**config.mk**
```make
export PLATFORM = sky130hd
export DESIGN_NAME = robot_sonar_top
export DESIGN_NICKNAME = d
export VERILOG_FILES = /design/src/apb_map_pkg.sv /design/src/robot_cfg_pkg.sv /design/src/apb_telemetry.sv /design/src/robot_sonar_top.sv /design/src/sample_fifo.sv /design/src/sonar_scanner.sv
export SDC_FILE = /design/constraint.sdc
export NUM_CORES = 1
export LEC_CHECK = 0
export ABC_CLOCK_PERIOD_IN_PS = 5800
export CORE_MARGIN = 2
export CORE_UTILIZATION = 50
export DETAILED_ROUTE_END_ITERATION = 8
export DONT_BUFFER_PORTS = 1
export SLEW_MARGIN = 0
export SYNTH_ARGS = -nofsm -noshare
export SYNTH_HDL_FRONTEND = slang
export SYNTH_SLANG_ARGS = --single-unit
```
**constraint.sdc**
```tcl
create_clock -name clock_50 -period 5.8 [get_ports clock_50]
set_input_delay 1.16 -clock clock_50 [delete_from_list [all_inputs] [get_ports clock_50]]
set_output_delay 1.16 -clock clock_50 [all_outputs]
set_load 0.02 [all_outputs]
```
**src/apb_map_pkg.sv**
```systemverilog
// APB register map of the sonar telemetry block
// Bus types, register offsets and field positions

package apb_map_pkg;

	typedef logic [7:0]  apb_addr_t;
	typedef logic [31:0] apb_data_t;

	//======================================================================
	//  Register offsets
	//======================================================================

	localparam apb_addr_t REG_SAMPLE     = 8'h00; // Read pops the FIFO
	localparam apb_addr_t REG_STATUS     = 8'h04; // Write clears overflow count
	localparam apb_addr_t REG_CONTROL    = 8'h08; // Sensor enable mask
	localparam apb_addr_t REG_LAST_DIST0 = 8'h0C; // First of four

	localparam int LAST_DIST_STRIDE = 4; // Byte step between last-distance regs

	//======================================================================
	//  Field positions
	//======================================================================

	localparam int SAMPLE_VALID_BIT = 31; // Head entry present

	localparam int STATUS_LEVEL_LSB = 0;
	localparam int STATUS_LEVEL_W   = 8;
	localparam int STATUS_OVF_LSB   = 8;
	localparam int STATUS_OVF_W     = 16;

	localparam int CONTROL_MASK_LSB = 0;

endpackage

```
**src/robot_cfg_pkg.sv**
```systemverilog
// Sensing configuration for the robot proximity subsystem
// Channel count, distance and sample widths, scanner states

package robot_cfg_pkg;

	//======================================================================
	//  Channel geometry
	//======================================================================

	localparam int NUM_SENSORS = 4;                   // Ultrasonic channels
	localparam int ID_W        = $clog2(NUM_SENSORS); // Channel index width
	localparam int DIST_W      = 16;                  // Whole centimetres

	typedef logic [ID_W-1:0]        sensor_id_t;   // Channel index
	typedef logic [NUM_SENSORS-1:0] sensor_mask_t; // One bit per channel

	//======================================================================
	//  Distance samples
	//======================================================================

	typedef logic [DIST_W-1:0] dist_t;

	// Reported when the echo never rises
	localparam dist_t NO_ECHO = '1;

	// Sensor id in the top bits, distance below
	typedef logic [ID_W+DIST_W-1:0] sample_t;

	//======================================================================
	//  Ranging engine states
	//======================================================================

	typedef enum logic [2:0] {
		st_idle,       // Pick next enabled channel
		st_trigger,    // Trigger pulse out
		st_wait_echo,  // Waiting for echo rise, timeout running
		st_measure,    // Echo high, counting width
		st_holdoff     // Let the burst die out
	} scan_state_t;

endpackage

```
**src/apb_telemetry.sv**
```systemverilog
// APB register block for the sonar subsystem
// Control mask, FIFO status and readout, last distance per sensor
`timescale 1ns/1ps

module apb_telemetry (
	input  logic                   clock_50,
	input  logic                   reset,
	// APB slave, zero wait states
	input  logic                   psel,
	input  logic                   penable,
	input  logic                   pwrite,
	input  apb_map_pkg::apb_addr_t paddr,
	input  apb_map_pkg::apb_data_t pwdata,
	output apb_map_pkg::apb_data_t prdata,
	// Scanner side
	input  robot_cfg_pkg::sample_t sample,
	input  logic                   sample_valid,
	// FIFO side
	input  robot_cfg_pkg::sample_t fifo_head,
	input  logic [7:0]             fifo_level,
	input  logic [15:0]            overflow_count,
	output logic                   pop,
	output logic                   clear_overflow,
	output robot_cfg_pkg::sensor_mask_t sensor_mask
);
	import robot_cfg_pkg::*;
	import apb_map_pkg::*;

	logic  access;                     // Access phase
	logic  wr_en;
	logic  rd_en;
	logic  fifo_has_data;
	dist_t last_dist [NUM_SENSORS];

	assign access        = psel && penable;
	assign wr_en         = access && pwrite;
	assign rd_en         = access && !pwrite;
	assign fifo_has_data = (fifo_level != 8'd0);

	//======================================================================
	//  Side effects of accesses
	//======================================================================

	// Pop lands on the edge that closes the SAMPLE read
	assign pop            = rd_en && (paddr == REG_SAMPLE) && fifo_has_data;
	assign clear_overflow = wr_en && (paddr == REG_STATUS); // Any data value

	// Control register
	always_ff @(posedge clock_50) begin
		if (reset)
			sensor_mask <= '0; // Nothing scanned until host enables
		else if (wr_en && (paddr == REG_CONTROL))
			sensor_mask <= pwdata[CONTROL_MASK_LSB +: NUM_SENSORS];
	end

	// Latest distance per channel, fed straight from the scanner
	// so samples dropped by a full FIFO still show up here
	always_ff @(posedge clock_50) begin
		if (reset) begin
			for (int i = 0; i < NUM_SENSORS; i++)
				last_dist[i] <= '0;
		end else if (sample_valid) begin
			last_dist[sample[DIST_W +: ID_W]] <= sample[DIST_W-1:0];
		end
	end

	//======================================================================
	//  Read mux
	//======================================================================

	always_comb begin
		prdata = '0;
		if (psel && !pwrite) begin
			case (paddr)
				REG_SAMPLE: begin
					prdata[SAMPLE_VALID_BIT] = fifo_has_data;
					if (fifo_has_data)
						prdata[$bits(sample_t)-1:0] = fifo_head; // Id and distance
				end
				REG_STATUS: begin
					prdata[STATUS_LEVEL_LSB +: STATUS_LEVEL_W] = fifo_level;
					prdata[STATUS_OVF_LSB +: STATUS_OVF_W]     = overflow_count;
				end
				REG_CONTROL: begin
					prdata[CONTROL_MASK_LSB +: NUM_SENSORS] = sensor_mask;
				end
				default: begin
					// Last-distance bank, unmapped offsets read zero
					for (int i = 0; i < NUM_SENSORS; i++) begin
						if (paddr == apb_addr_t'(REG_LAST_DIST0 + i * LAST_DIST_STRIDE))
							prdata[DIST_W-1:0] = last_dist[i];
					end
				end
			endcase
		end
	end

endmodule

```
**src/robot_sonar_top.sv**
```systemverilog
// Proximity sensing top level
// Scanner feeds the sample FIFO, host reads it all over APB
`timescale 1ns/1ps

module robot_sonar_top #(
	// Defaults for a 50 MHz clock
	parameter int TRIG_CYCLES    = 500,     // 10 us trigger
	parameter int CYCLES_PER_CM  = 2900,    // 58 us of echo per cm
	parameter int MAX_CM         = 400,
	parameter int ECHO_TIMEOUT   = 50000,   // 1 ms to see the echo rise
	parameter int HOLDOFF_CYCLES = 3000000, // 60 ms between bursts
	parameter int FIFO_DEPTH     = 16
) (
	input  logic                        clock_50,
	input  logic                        reset,
	input  robot_cfg_pkg::sensor_mask_t echo,
	output robot_cfg_pkg::sensor_mask_t trig,
	input  logic                        psel,
	input  logic                        penable,
	input  logic                        pwrite,
	input  apb_map_pkg::apb_addr_t      paddr,
	input  apb_map_pkg::apb_data_t      pwdata,
	output apb_map_pkg::apb_data_t      prdata
);
	import robot_cfg_pkg::*;

	//======================================================================
	//  Interconnect
	//======================================================================

	sample_t      sample;
	logic         sample_valid;
	sample_t      fifo_head;
	logic [7:0]   fifo_level;
	logic [15:0]  overflow_count;
	logic         pop;
	logic         clear_overflow;
	sensor_mask_t sensor_mask;

	sonar_scanner #(
		.TRIG_CYCLES    (TRIG_CYCLES),
		.CYCLES_PER_CM  (CYCLES_PER_CM),
		.MAX_CM         (MAX_CM),
		.ECHO_TIMEOUT   (ECHO_TIMEOUT),
		.HOLDOFF_CYCLES (HOLDOFF_CYCLES)
	) u_scanner (
		.clock_50     (clock_50),
		.reset        (reset),
		.sensor_mask  (sensor_mask),
		.echo         (echo),
		.trig         (trig),
		.sample       (sample),
		.sample_valid (sample_valid)
	);

	sample_fifo #(
		.FIFO_DEPTH (FIFO_DEPTH)
	) u_fifo (
		.clock_50       (clock_50),
		.reset          (reset),
		.sample         (sample),
		.sample_valid   (sample_valid),
		.pop            (pop),
		.clear_overflow (clear_overflow),
		.fifo_head      (fifo_head),
		.fifo_level     (fifo_level),
		.overflow_count (overflow_count)
	);

	apb_telemetry u_regs (
		.clock_50       (clock_50),
		.reset          (reset),
		.psel           (psel),
		.penable        (penable),
		.pwrite         (pwrite),
		.paddr          (paddr),
		.pwdata         (pwdata),
		.prdata         (prdata),
		.sample         (sample),       // Taps scanner for last distances
		.sample_valid   (sample_valid),
		.fifo_head      (fifo_head),
		.fifo_level     (fifo_level),
		.overflow_count (overflow_count),
		.pop            (pop),
		.clear_overflow (clear_overflow),
		.sensor_mask    (sensor_mask)
	);

endmodule

```
**src/sample_fifo.sv**
```systemverilog
// Distance sample FIFO
// Circular buffer, drops on full and counts the drops until cleared
`timescale 1ns/1ps

module sample_fifo #(
	parameter int FIFO_DEPTH = 16 // Power of two, up to 128
) (
	input  logic                   clock_50,
	input  logic                   reset,
	input  robot_cfg_pkg::sample_t sample,
	input  logic                   sample_valid,
	input  logic                   pop,
	input  logic                   clear_overflow,
	output robot_cfg_pkg::sample_t fifo_head,
	output logic [7:0]             fifo_level,
	output logic [15:0]            overflow_count
);
	import robot_cfg_pkg::*;

	localparam int AW = $clog2(FIFO_DEPTH);

	sample_t        mem [FIFO_DEPTH];
	logic [AW-1:0]  wr_ptr;  // Wraps naturally
	logic [AW-1:0]  rd_ptr;
	logic           full;
	logic           do_push;
	logic           do_pop;

	assign full    = (fifo_level == 8'(FIFO_DEPTH));
	assign do_pop  = pop && (fifo_level != 8'd0); // Empty pop ignored
	assign do_push = sample_valid && (!full || do_pop); // Full + pop still accepts

	assign fifo_head = mem[rd_ptr];

	//======================================================================
	//  Storage
	//======================================================================

	always_ff @(posedge clock_50) begin
		if (do_push)
			mem[wr_ptr] <= sample;
	end

	//======================================================================
	//  Pointers and level
	//======================================================================

	always_ff @(posedge clock_50) begin
		if (reset) begin
			wr_ptr     <= '0;
			rd_ptr     <= '0;
			fifo_level <= '0;
		end else begin
			if (do_push)
				wr_ptr <= wr_ptr + 1'b1;
			if (do_pop)
				rd_ptr <= rd_ptr + 1'b1;
			case ({do_push, do_pop})
				2'b10:   fifo_level <= fifo_level + 1'b1;
				2'b01:   fifo_level <= fifo_level - 1'b1;
				default: fifo_level <= fifo_level; // Both or neither
			endcase
		end
	end

	// Dropped-sample counter, saturating
	always_ff @(posedge clock_50) begin
		if (reset || clear_overflow)
			overflow_count <= '0;
		else if (sample_valid && !do_push && (overflow_count != 16'hFFFF))
			overflow_count <= overflow_count + 1'b1;
	end

endmodule

```
**src/sonar_scanner.sv**
```systemverilog
// Round-robin ultrasonic ranging engine
// Fires one channel at a time, times the echo and emits tagged distance samples
`timescale 1ns/1ps

module sonar_scanner #(
	parameter int TRIG_CYCLES    = 500,
	parameter int CYCLES_PER_CM  = 2900,
	parameter int MAX_CM         = 400,
	parameter int ECHO_TIMEOUT   = 50000,
	parameter int HOLDOFF_CYCLES = 3000000
) (
	input  logic                        clock_50,
	input  logic                        reset,
	input  robot_cfg_pkg::sensor_mask_t sensor_mask,
	input  robot_cfg_pkg::sensor_mask_t echo,
	output robot_cfg_pkg::sensor_mask_t trig,
	output robot_cfg_pkg::sample_t      sample,
	output logic                        sample_valid
);
	import robot_cfg_pkg::*;

	// One shared timer covers trigger, timeout and holdoff
	localparam int T_MAX0  = (TRIG_CYCLES > ECHO_TIMEOUT) ? TRIG_CYCLES : ECHO_TIMEOUT;
	localparam int T_MAX   = (T_MAX0 > HOLDOFF_CYCLES) ? T_MAX0 : HOLDOFF_CYCLES;
	localparam int TIMER_W = $clog2(T_MAX + 1);
	localparam int SUB_W   = (CYCLES_PER_CM > 1) ? $clog2(CYCLES_PER_CM) : 1;

	scan_state_t        state;
	sensor_id_t         cur_id;      // Channel in service, also last one served
	sensor_id_t         next_id;     // Round-robin pick
	sensor_id_t         rr_cand;
	logic               next_found;
	logic [TIMER_W-1:0] timer;
	sensor_mask_t       echo_meta;   // First sync stage
	sensor_mask_t       echo_sync;   // Second sync stage
	logic               echo_sel;
	logic               timeout_hit;
	logic               echo_done;
	logic [SUB_W-1:0]   sub_cnt;     // Cycles within the current cm
	dist_t              cm_cnt;      // Whole centimetres so far

	//======================================================================
	//  Echo synchroniser and channel select
	//======================================================================

	always_ff @(posedge clock_50) begin
		if (reset) begin
			echo_meta <= '0;
			echo_sync <= '0;
		end else begin
			echo_meta <= echo;
			echo_sync <= echo_meta;
		end
	end

	assign echo_sel = echo_sync[cur_id];

	// Next enabled channel above cur_id, wrapping, cur_id itself last
	always_comb begin
		next_id    = cur_id;
		next_found = 1'b0;
		rr_cand    = cur_id;
		for (int i = 1; i <= NUM_SENSORS; i++) begin
			rr_cand = sensor_id_t'(cur_id + i);
			if (!next_found && sensor_mask[rr_cand]) begin
				next_id    = rr_cand;
				next_found = 1'b1;
			end
		end
	end

	assign timeout_hit = (state == st_wait_echo) && !echo_sel &&
		(timer == TIMER_W'(ECHO_TIMEOUT - 1));
	assign echo_done   = (state == st_measure) && !echo_sel;

	//======================================================================
	//  Pulse width to centimetres
	//======================================================================

	always_ff @(posedge clock_50) begin
		if (state == st_trigger) begin
			sub_cnt <= '0; // Fresh count per burst
			cm_cnt  <= '0;
		end else if ((state == st_wait_echo || state == st_measure) && echo_sel) begin
			if (sub_cnt == SUB_W'(CYCLES_PER_CM - 1)) begin
				sub_cnt <= '0;
				if (cm_cnt != dist_t'(MAX_CM))
					cm_cnt <= cm_cnt + 1'b1; // Saturates at MAX_CM
			end else begin
				sub_cnt <= sub_cnt + 1'b1;
			end
		end
	end

	// Tagged result word
	always_ff @(posedge clock_50) begin
		if (timeout_hit)
			sample <= {cur_id, NO_ECHO};
		else if (echo_done)
			sample <= {cur_id, cm_cnt};
	end

	//======================================================================
	//  Sequencer
	//======================================================================

	always_ff @(posedge clock_50) begin
		if (reset) begin
			state        <= st_idle;
			cur_id       <= sensor_id_t'(NUM_SENSORS - 1); // First pick is channel 0
			timer        <= '0;
			trig         <= '0;
			sample_valid <= 1'b0;
		end else begin
			sample_valid <= 1'b0; // Single-cycle strobe
			case (state)
				st_idle: begin
					if (next_found) begin
						cur_id <= next_id;
						trig   <= sensor_mask_t'(1) << next_id; // One-hot
						timer  <= '0;
						state  <= st_trigger;
					end
				end
				st_trigger: begin
					if (timer == TIMER_W'(TRIG_CYCLES - 1)) begin
						trig  <= '0;
						timer <= '0;
						state <= st_wait_echo;
					end else begin
						timer <= timer + 1'b1;
					end
				end
				st_wait_echo: begin
					if (echo_sel) begin
						state <= st_measure;
					end else if (timeout_hit) begin
						sample_valid <= 1'b1; // NO_ECHO sample
						timer        <= '0;
						state        <= st_holdoff;
					end else begin
						timer <= timer + 1'b1;
					end
				end
				st_measure: begin
					if (echo_done) begin
						sample_valid <= 1'b1;
						timer        <= '0;
						state        <= st_holdoff;
					end
				end
				st_holdoff: begin
					if (timer == TIMER_W'(HOLDOFF_CYCLES - 1))
						state <= st_idle;
					else
						timer <= timer + 1'b1;
				end
				default: state <= st_idle;
			endcase
		end
	end

endmodule

```
# Word-level counts from Yosys, hierarchy flattened
# Memory sizes are Yosys's and may differ from the RTL's. A register that Yosys moved wholly into a read port is not among the register bits.
# Cells that the tools add are included.
dict set report totals {
  ff_bits 122
  ramBits 352
  out_inout_bits 36
  elab_cells 171
  memories 2
}
# memory words width rd rd_ports_with_merged_regs wr line_no
set mem_list {}
lappend mem_list {u_fifo.mem 16 18 1 1 1 sample_fifo.sv:22} ;# sample_t mem [FIFO_DEPTH];
lappend mem_list {u_regs.last_dist 4 16 4 0 4 apb_telemetry.sv:33} ;# dist_t last_dist [NUM_SENSORS];
dict set report classes {
  add_sub_neg 12
  n_lt_le_gt_ge 5
  eq_ne 26
  shift 1
  muxes 67
  n_reduce_logical 42
}
# cell count
set op_table {}
lappend op_table {{2-to-1 mux 22 bit} 6}
lappend op_table {{one-hot mux 22 bit (5 select lines)} 1}
lappend op_table {{2-to-1 mux 16 bit} 5}
lappend op_table {{2-to-1 mux 18 bit} 3}
lappend op_table {{one-hot mux 12 bit (3 select lines)} 1}
lappend op_table {{adder 16 x 1 -> 16 bit (second input constant)} 2}
lappend op_table {{== test 8 x 5 -> 1 bit (second input constant)} 4}
lappend op_table {{2-to-1 mux 24 bit} 1}
lappend op_table {{adder 22 x 1 -> 22 bit (second input constant)} 1}
lappend op_table {{== test 22 x 16 -> 1 bit (second input constant)} 1}
lappend op_table {{== test 22 bit (second input constant)} 1}
lappend op_table {{== test 22 x 9 -> 1 bit (second input constant)} 1}
lappend op_table {{2-to-1 mux 1 bit} 22}
lappend op_table {{logical AND 1 bit} 19}
lappend op_table {{2-to-1 mux 3 bit} 6}
lappend op_table {{== test 8 x 4 -> 1 bit (second input constant)} 2}
lappend op_table {{2-to-1 mux 4 bit} 4}
lappend op_table {{!= test 16 bit (second input constant)} 1}
lappend op_table {{!= test 16 x 9 -> 1 bit (second input constant)} 1}
lappend op_table {{one-hot mux 8 bit (2 select lines)} 1}
lappend op_table {{OR reduction 16 bit} 1}
lappend op_table {{< comparator 2 x 3 -> 1 bit (second input constant)} 5}
lappend op_table {{one-hot mux 3 bit (5 select lines)} 1}
lappend op_table {{adder 12 x 1 -> 12 bit (second input constant)} 1}
lappend op_table {{other kinds (34)} 62}

# Depth between registers and ports, before layout
# Gate-level depths: netlist (run 1).
dict set report depth {
  depth_word 16
  ltp_mapped 12
  mapped_depth_nobuf 11
}

# Modules after synthesis
# Synthesis (run 1) repeated with hierarchy kept, for this count alone.
dict set report hier_totals {
  cells_unflattened 1459
  area_unflattened_um2 20641.0
}
# module instances cells_per_inst area_each_um2 seq_area_each_um2
set by_module_without_submodules {}
lappend by_module_without_submodules {sample_fifo 1 640 12876.1 9369.0}
lappend by_module_without_submodules {sonar_scanner 1 453 3977.6 1741.7}
lappend by_module_without_submodules {apb_telemetry 1 366 3787.4 2001.9}

# Worst setup path before layout (run 1)
# No wires, ideal clock.
dict set report synth_timing {
  path_type {input-to-output}
  from {input port paddr[5]}
  to {output port prdata[11]}
  arrival_time_ns 3.417
  t_required_ns 4.640
  slack_ns 1.223
  path_stages 7
  cell_sequence {or4_1 clkbuf_1 a311oi_2 clkbuf_1 buf_2 a21oi_1 a211oi_1}
}
dict set report synth_between {
  elab_chain_len 7
  elab_cells_between_ends 13
  classes_between {eq/ne: 6; mux: 6; reduce/logical: 1}
}
# item line_no
set synth_lines {}
lappend synth_lines {{start: declaration} robot_sonar_top.sv:21} ;# input apb_map_pkg::apb_addr_t paddr,
lappend synth_lines {{== test 8 x 4 -> 1 bit} apb_telemetry.sv:90} ;# if (paddr == apb_addr_t'(REG_LAST_DIST0 + i * LAST_DIST_STRIDE))
lappend synth_lines {{2-to-1 mux 16 bit (4 in a row)} apb_telemetry.sv:90}
lappend synth_lines {{one-hot mux 12 bit (3 select lines) (*)} apb_telemetry.sv:74} ;# case (paddr)
lappend synth_lines {{2-to-1 mux 24 bit (*)} apb_telemetry.sv:73} ;# if (psel && !pwrite) begin
lappend synth_lines {{end: declaration} robot_sonar_top.sv:23} ;# output apb_map_pkg::apb_data_t prdata
# Every way passes the cells marked *; elsewhere a longest branch is shown, timed or not.

# Worst setup path in the final report (run 1)
dict set report layout_timing {
  from {input port paddr[1]}
  to {output port prdata[9]}
}
# The elaborated chain is that of the path after synthesis.

==> summary.md, run 1 <==
| Metric | Value |
|---|---|
| Status | `complete, no violations` |
| Required time of the critical path | `4.64 ns` |
| Slew @ Worst Pin | `1.258 ns` |
| Main synth FF type | `edfxtp_1` |
| Top post-synthesis cells by count | `edfxtp_1, dfxtp_1, nor2_1, mux4_2, nand2_1` |
| Synth warn | `0` |
| Final Hold Fails | `0` |
| CTS root buf | `clkbuf_16` |
| Post-Synthesis Cells | `1388` |
| Overall routed net length | `44.63 mm` |
| Overflow after GRT | `0` |
| Synth area leaders | `edfxtp_1, dfxtp_1, mux4_2` |
| Crit-path cells | `or3_1, nor2_1, a22o_1, a222oi_1, a211oi_1` |
| Total CTS buffers | `49` |
| Asr flop ratio synth | `0` |
| Switching Fraction | `0.2052` |
| Post-synthesis mux area share | `0.1233` |
| Tot Pwr | `6.886 mW` |
| Pwr dens | `307.3 mW/mm^2` |
| Mapped Area | `0.02015 mm^2` |
| Post-synthesis xor/xnor area fraction | `0.02652` |
| Max Fclk | `209.8 MHz` |
| Count leader, synth | `edfxtp_1` |
| CP Class | `input pin to output pin` |
| Final Hold Slack | `0.4380 ns` |
| Core area | `0.03973 mm^2` |
| Worst-Skew Late Latency | `0.58 ns` |
| Main combinational cell family by area after synthesis | `multiplexers` |
| Max-cap viol count | `0` |
| Rel. slew slack | `0.1557` |
| Clk_skew | `0.01594 ns` |
| RSZ-0062 raised after global routing | `false` |
| Initial core utilization | `0.5070` |
| Crit-path slowest cell | `a211oi_1` |
| CP endpoint kind | `output pin` |
| Area leader, netlist | `edfxtp_1` |
| Final Wtd Congestion | `0.8630` |
| Rows | `73` |
| Critical-path maximum fanout | `15` |
| Peak per-stage delay on the critical path | `0.78 ns` |
| Die height | `204.7 um` |
| Layout cell share with drive strength beyond 1 | `0.1649` |
| Clk slew on worst S/H paths | `0.06 ns` |
| # setup viols final | `0` |
| Kind of start point of the critical path | `input pin` |
| Synth top area share | `0.5277` |
| CTS H-Tree Depth | `2` |
| Simple-Gate Fraction of Synth Area | `0.1212` |
| Buffer count from post-CTS setup fixing | `0` |
| Net Switching | `1.413 mW` |
| Vias in the first global route | `11496` |
| Compound-cell area share of the yosys netlist | `0.04770` |
| Port buffer count | `0` |
| DRC viols | `0` |
| Gate power share | `0.023` |
| CTS Hold Bufs | `0` |
| Yosys cell types | `68` |
| Clock Power Share | `0.443` |
| Crit share post-route | `0.8216` |
| Tmin final | `4.765 ns` |
| First-pass GRT wire length | `69.09 mm` |
| Final WS setup | `1.035 ns` |
| CP arrival | `3.61 ns` |
| Largest net degree at the start of global routing | `64` |
| Sink Count | `478` |
| Fin. max-slew vios | `0` |
| Seq cells post-synth | `478` |
| CTS max path bufs | `3` |
| Place WS | `0.9572 ns` |
| Internal Pwr Total | `5.473 mW` |
| Die area | `0.04191 mm^2` |
| Routed len/inst | `22.68 um` |
| EDFF count, synth | `354` |
| Vias | `11645` |
| Pleak | `7.533 nW` |
| # placed instances | `1876` |
| Post-DR vias/cell | `5.917` |
| P&R area growth vs syn | `11.25%` |
| Antenna diodes | `0` |
| First drt pass iteration count | `5` |
| Reg power frac | `0.534` |
| Total Routing Usage GR | `0.2194` |
| Nets | `1468` |
| Die span in x | `204.7 um` |
| CP top delay family | `simple AND/OR/NAND/NOR gates` |
| HP Class | `flop to flop` |
| Final non-filler cell total | `1968` |
| Avg Inst Size Synth | `14.51 um^2` |
| CTS tree | `done` |
| # IOs | `85` |
| Antenna violations before repair | `0` |
| Cts repair resizes | `0` |
| Setup TNS | `0 ns` |
| VDD IR max | `229.8 uV` |
| Register area share after synthesis | `0.6509` |
| Hpwl dp | `28.85 mm` |
| First DRT Iteration DRCs | `860` |
| Worst path buffer plus inverter count | `0` |
| Post-Synth Adder-Cell Area | `0.01093` |
| ANT nets after route | `0` |
-- worst register-to-register path: cells and delay by family (launching register included) --
kind / cells / cell delay (ns)
adder cells (fa/ha/maj): 1 / 0.35
flip-flops: 1 / 0.46
AO/OA/AOI/OAI: 4 / 1.01
AND/OR/NAND/NOR: 4 / 1.06
multiplexers: 2 / 0.53
-- metrics by stage --
step	utilization	area [um^2]
after floorplan	-	20170
after global placement	0.5249	20860
final	0.5641	22410
after detailed placement	0.5249	20860
after CTS	0.5641	22410
after global routing	0.5641	22410
-- layout by cell type (no fill, tap or decap), types with 5 or more instances in the layout --
| master | count |
|---|---|
| or4_1 | 7 |
| a31oi_1 | 8 |
| nor4_1 | 10 |
| clkinv_1 | 9 |
| a22o_1 | 5 |
| buf_4 | 32 |
| nor3_2 | 5 |
| nand3_1 | 39 |
| nor2_1 | 103 |
| nand2_1 | 81 |
| clkbuf_16 | 51 |
| and2_1 | 77 |
| inv_1 | 17 |
| and3_1 | 21 |
| mux2i_1 | 39 |
| nor2b_1 | 16 |
| a221oi_1 | 23 |
| xor2_1 | 39 |
| nand4_1 | 24 |
| mux4_2 | 91 |
| clkinv_2 | 11 |
| a22oi_1 | 5 |
| nand2b_1 | 9 |
| or2_2 | 6 |
| nor2_2 | 13 |
| or3_1 | 9 |
| edfxtp_1 | 354 |
| conb_1 | 7 |
| nor3_1 | 27 |
| clkbuf_1 | 12 |
| o21ai_0 | 30 |
| xnor2_1 | 22 |
| and4_1 | 5 |
| o211ai_1 | 8 |
| a21oi_1 | 24 |
| ha_1 | 16 |
| dfxtp_1 | 121 |
-- flip-flops by register name, indices dropped and copies added, names as in the netlist, 8 cells and up, named ones only --
signal,count
u_fifo.fifo_level,8
u_scanner.sub_cnt,12
u_regs.last_dist,64
u_scanner.timer,22
u_scanner.sample,18
u_scanner.cm_cnt,16
u_fifo.mem,288
u_fifo.overflow_count,16
-- power groups by stage --
stage                     registers (mW)  logic, mW  clock network, mW
after global routing                3.68      0.173               3.25
after global placement              3.75      0.154                  0
final                               3.68      0.157               3.05
after floorplan                     3.74      0.130                  0
after CTS                           3.68      0.158               3.11
after detailed placement            3.75      0.156                  0
-- metal layers --
layer / wire [um] / track usage
met3: 2622 / 0.03945
met5: 0 / 0
met4: 964 / 0.06211
met1: 20460 / 0.3167
met2: 20580 / 0.3434
-- final timing paths --
kind,cells after the start,to,from,slack [ns]
hold reg to reg,1,u_scanner.echo_sync[1],u_scanner.echo_meta[1],0.44
setup reg to reg,11,u_fifo.fifo_level[7],u_fifo.fifo_level[0],2.28
setup / recovery,5,prdata[9],paddr[1],1.03
hold / removal,1,u_scanner.echo_sync[1],u_scanner.echo_meta[1],0.44
-- cells by family after synthesis --
group | count (synthesis)
compound gates | 135
flops | 478
fa+ha+maj | 17
simple gates | 469
mux | 133
other cells | 1
xor+xnor | 61
buf+inv | 94
-- area by class of cell --
class / instances / area [um^2]
clock buffer: 66 / 1356
multi-input combinational: 822 / 6736
tap: 525 / 656.9
sequential: 478 / 13120
inverter: 17 / 63.81
fill: 3171 / 17320
timing repair buffer: 34 / 280.3
clock inverter: 26 / 200.2
No activity file was read; power rests on OpenSTA's default activity.
==> run 2, diff against run 1 <==
--- a/config.mk
+++ b/config.mk
@@ -5,11 +5,12 @@
 export SDC_FILE = /design/constraint.sdc
 export NUM_CORES = 1
 export LEC_CHECK = 0
-export ABC_CLOCK_PERIOD_IN_PS = 5800
+export ABC_CLOCK_PERIOD_IN_PS = 3900
 export CORE_MARGIN = 2
 export CORE_UTILIZATION = 50
 export DETAILED_ROUTE_END_ITERATION = 8
 export DONT_BUFFER_PORTS = 1
+export PLACE_DENSITY = 0.68
 export SLEW_MARGIN = 0
 export SYNTH_ARGS = -nofsm -noshare
 export SYNTH_HDL_FRONTEND = slang
==> constraint.sdc (replaced) <==
create_clock -name clock_50 -period 3.9 [get_ports clock_50]
set_input_delay 0.78 -clock clock_50 [delete_from_list [all_inputs] [get_ports clock_50]]
set_output_delay 0.78 -clock clock_50 [all_outputs]
set_load 0.02 [all_outputs]
==> summary.md, run 2 (same netlist as run 1, synthesis figures left out) <==
| Metric | Value |
|---|---|
| P&R area growth vs syn | `13.43% (was 11.25%)` |
| Top reg by flops | `u_fifo.mem (unchanged)` |
| Rows | `73 (unchanged)` |
| HP Class | `input pin to flop (was flop to flop)` |
| Port buffer count | `0 (unchanged)` |
| Final Wtd Congestion | `0.8814 (was 0.8630)` |
| Initial core utilization | `0.5070 (unchanged)` |
| Max Fclk | `264.9 MHz` |
| First-pass GRT wire length | `69.16 mm (was 69.09 mm)` |
| ANT nets after route | `0 (unchanged)` |
| Clk_skew | `0.01490 ns (was 0.01594 ns)` |
| Status | `complete, no violations (unchanged)` |
| Layout cell share with drive strength beyond 1 | `0.1926 (was 0.1649)` |
| Slew @ Worst Pin | `1.099 ns (was 1.258 ns)` |
| Post-route cell area | `0.02285 mm^2 (was 0.02241 mm^2)` |
| Fin. max-slew vios | `0 (unchanged)` |
| Worst-Skew Late Latency | `0.56 ns (was 0.58 ns)` |
| Crit-path cells | `buf_4, clkbuf_16, mux4_2, mux4_2, a22oi_1, a221oi_1, buf_4 (was or3_1, nor2_1, a22o_1, a222oi_1, a211oi_1)` |
| Setup TNS | `0 ns (unchanged)` |
| # IOs | `85 (unchanged)` |
| DRC viols | `0 (unchanged)` |
| CTS root buf | `clkbuf_16 (unchanged)` |
| CP top delay family | `multiplexers (was simple AND/OR/NAND/NOR gates)` |
| Fillers | `3014 (was 3171)` |
| First drt pass iteration count | `5 (unchanged)` |
| Total CTS buffers | `48 (was 49)` |
| Overall routed net length | `44.87 mm (was 44.63 mm)` |
| Sink Count | `478 (unchanged)` |
| Core area | `0.03973 mm^2 (unchanged)` |
| Rel. slew slack | `0.2656 (was 0.1557)` |
| CTS tree | `done (unchanged)` |
| Pleak | `7.776 nW (was 7.533 nW)` |
| Post-DR vias/cell | `5.888 (was 5.917)` |
| Total Routing Usage GR | `0.2188 (was 0.2194)` |
| Critical-path maximum fanout | `14 (was 15)` |
| Antenna diodes | `0 (unchanged)` |
| Pwr dens | `435.3 mW/mm^2 (was 307.3 mW/mm^2)` |
| Top Registers | `u_fifo.mem (288), u_regs.last_dist (64), u_scanner.timer (22) (unchanged)` |
| Vias | `11864 (was 11645)` |
| CP arrival | `3.00 ns (was 3.61 ns)` |
| Crit-path slowest cell | `mux4_2 (was a211oi_1)` |
| Routed len/inst | `22.27 um (was 22.68 um)` |
| Hpwl dp | `28.93 mm (was 28.85 mm)` |
| Die height | `204.7 um (unchanged)` |
| Required time of the critical path | `3.12 ns (was 4.64 ns)` |
| Antenna violations before repair | `0 (unchanged)` |
| VDD IR max | `238.2 uV (was 229.8 uV)` |
| Die span in x | `204.7 um (unchanged)` |
| CP Class | `flop to output pin (was input pin to output pin)` |
| Final Hold Fails | `0 (unchanged)` |
| Die area | `0.04191 mm^2 (unchanged)` |
| CP endpoint kind | `output pin (unchanged)` |
| CTS H-Tree Depth | `2 (unchanged)` |
| Overflow after GRT | `0 (unchanged)` |
| Crit share post-route | `0.9679` |
| Commonest non-fill, non-tap cell in the layout | `edfxtp_1 (unchanged)` |
| Nets | `1521 (was 1468)` |
| Tmin final | `3.775 ns` |
| Peak per-stage delay on the critical path | `0.52 ns (was 0.78 ns)` |
| First DRT Iteration DRCs | `1192 (was 860)` |
| Vias in the first global route | `11766 (was 11496)` |
| Most frequent cells in the layout | `edfxtp_1, dfxtp_1, nor2_1 (unchanged)` |
| Clk slew on worst S/H paths | `0.06 ns (about the same)` |
| Kind of start point of the critical path | `flop (was input pin)` |
| Placed Area | `0.02131 mm^2 (was 0.02086 mm^2)` |
| Largest register FFs | `288 (unchanged)` |
| Largest net degree at the start of global routing | `47 (was 64)` |
| Max-cap viol count | `0 (unchanged)` |
| Worst path buffer plus inverter count | `3 (was 0)` |
| CTS max path bufs | `3 (unchanged)` |
| RSZ-0062 raised after global routing | `false (unchanged)` |
| Utilization after layout | `0.5752 (was 0.5641)` |
| # setup viols final | `0 (unchanged)` |
==> run 2: cell type report <==
cell class,instances,area (um^2),share of cell area
clock buffers,67,1344,0.05880
clock inverters,18,95.09,0.004161
inverters,17,63.81,0.002792
multi-input cells,822,6777,0.2965
flip-flops and latches,478,13120,0.5741
well taps,525,656.9,0.02875
repair buffers,88,797.0,0.03488
==> run 2: metal layers <==
metal	wire length, um	GRT usage
met2	21930	0.3628
met1	19410	0.3001
met3	2500	0.03611
met4	1030	0.06108
met5	0	0
==> run 2: power by group <==
part / switching (mW) / total, mW / internal (mW)
clock: 1.84 / 4.24 / 2.40
sequential: 0.0309 / 5.47 / 5.44
combinational: 0.169 / 0.236 / 0.0676
total: 2.04 / 9.95 / 7.91
==> run 2: worst register-to-register path: cells and delay by family (launching register included) <==
| family | cells | cell delay, ns |
|---|---|---|
| flops | 1 | 0.34 |
| mux | 2 | 0.57 |
| buf+inv | 2 | 0.26 |
| compound gates | 2 | 0.64 |
| simple gates | 5 | 1.32 |
| fa+ha+maj | 1 | 0.29 |
==> run 2: timing repair <==
action	in CTS	in global routing
gates resized for setup	1	4
setup endpoints to repair	1	9
pin swaps	0	0
hold buffers	0	0
gates cloned	0	1
setup buffers	0	5
==> run 2: worst paths after layout <==
| kind | start | end | slack [ns] | depth (start not counted) |
|---|---|---|---|---|
| worst max-delay path | flop | prdata[14] | 0.12 | 7 |
| worst min register to register | u_scanner.echo_meta[2] | u_scanner.echo_sync[2] | 0.44 | 1 |
| worst min-delay path | reset | u_fifo.fifo_level[6] | 0.28 | 1 |
| worst max register to register | u_fifo.fifo_level[2] | u_fifo.fifo_level[7] | 0.37 | 12 |
==> run 2: through the flow <==
step	power, mW	setup WS, ns	instances	hold slack, ns
4_1_cts	10.02	0.01441	2009	0.2482
2_1_floorplan	5.759	0.03978	1394	0.4138
6_report	9.947	0.1250	2015	0.2835
3_3_place_gp	5.807	0.1157	1924	0.4176
5_1_grt	10.25	0.001182	2015	0.2554
3_5_place_dp	5.815	0.04930	1924	0.4270
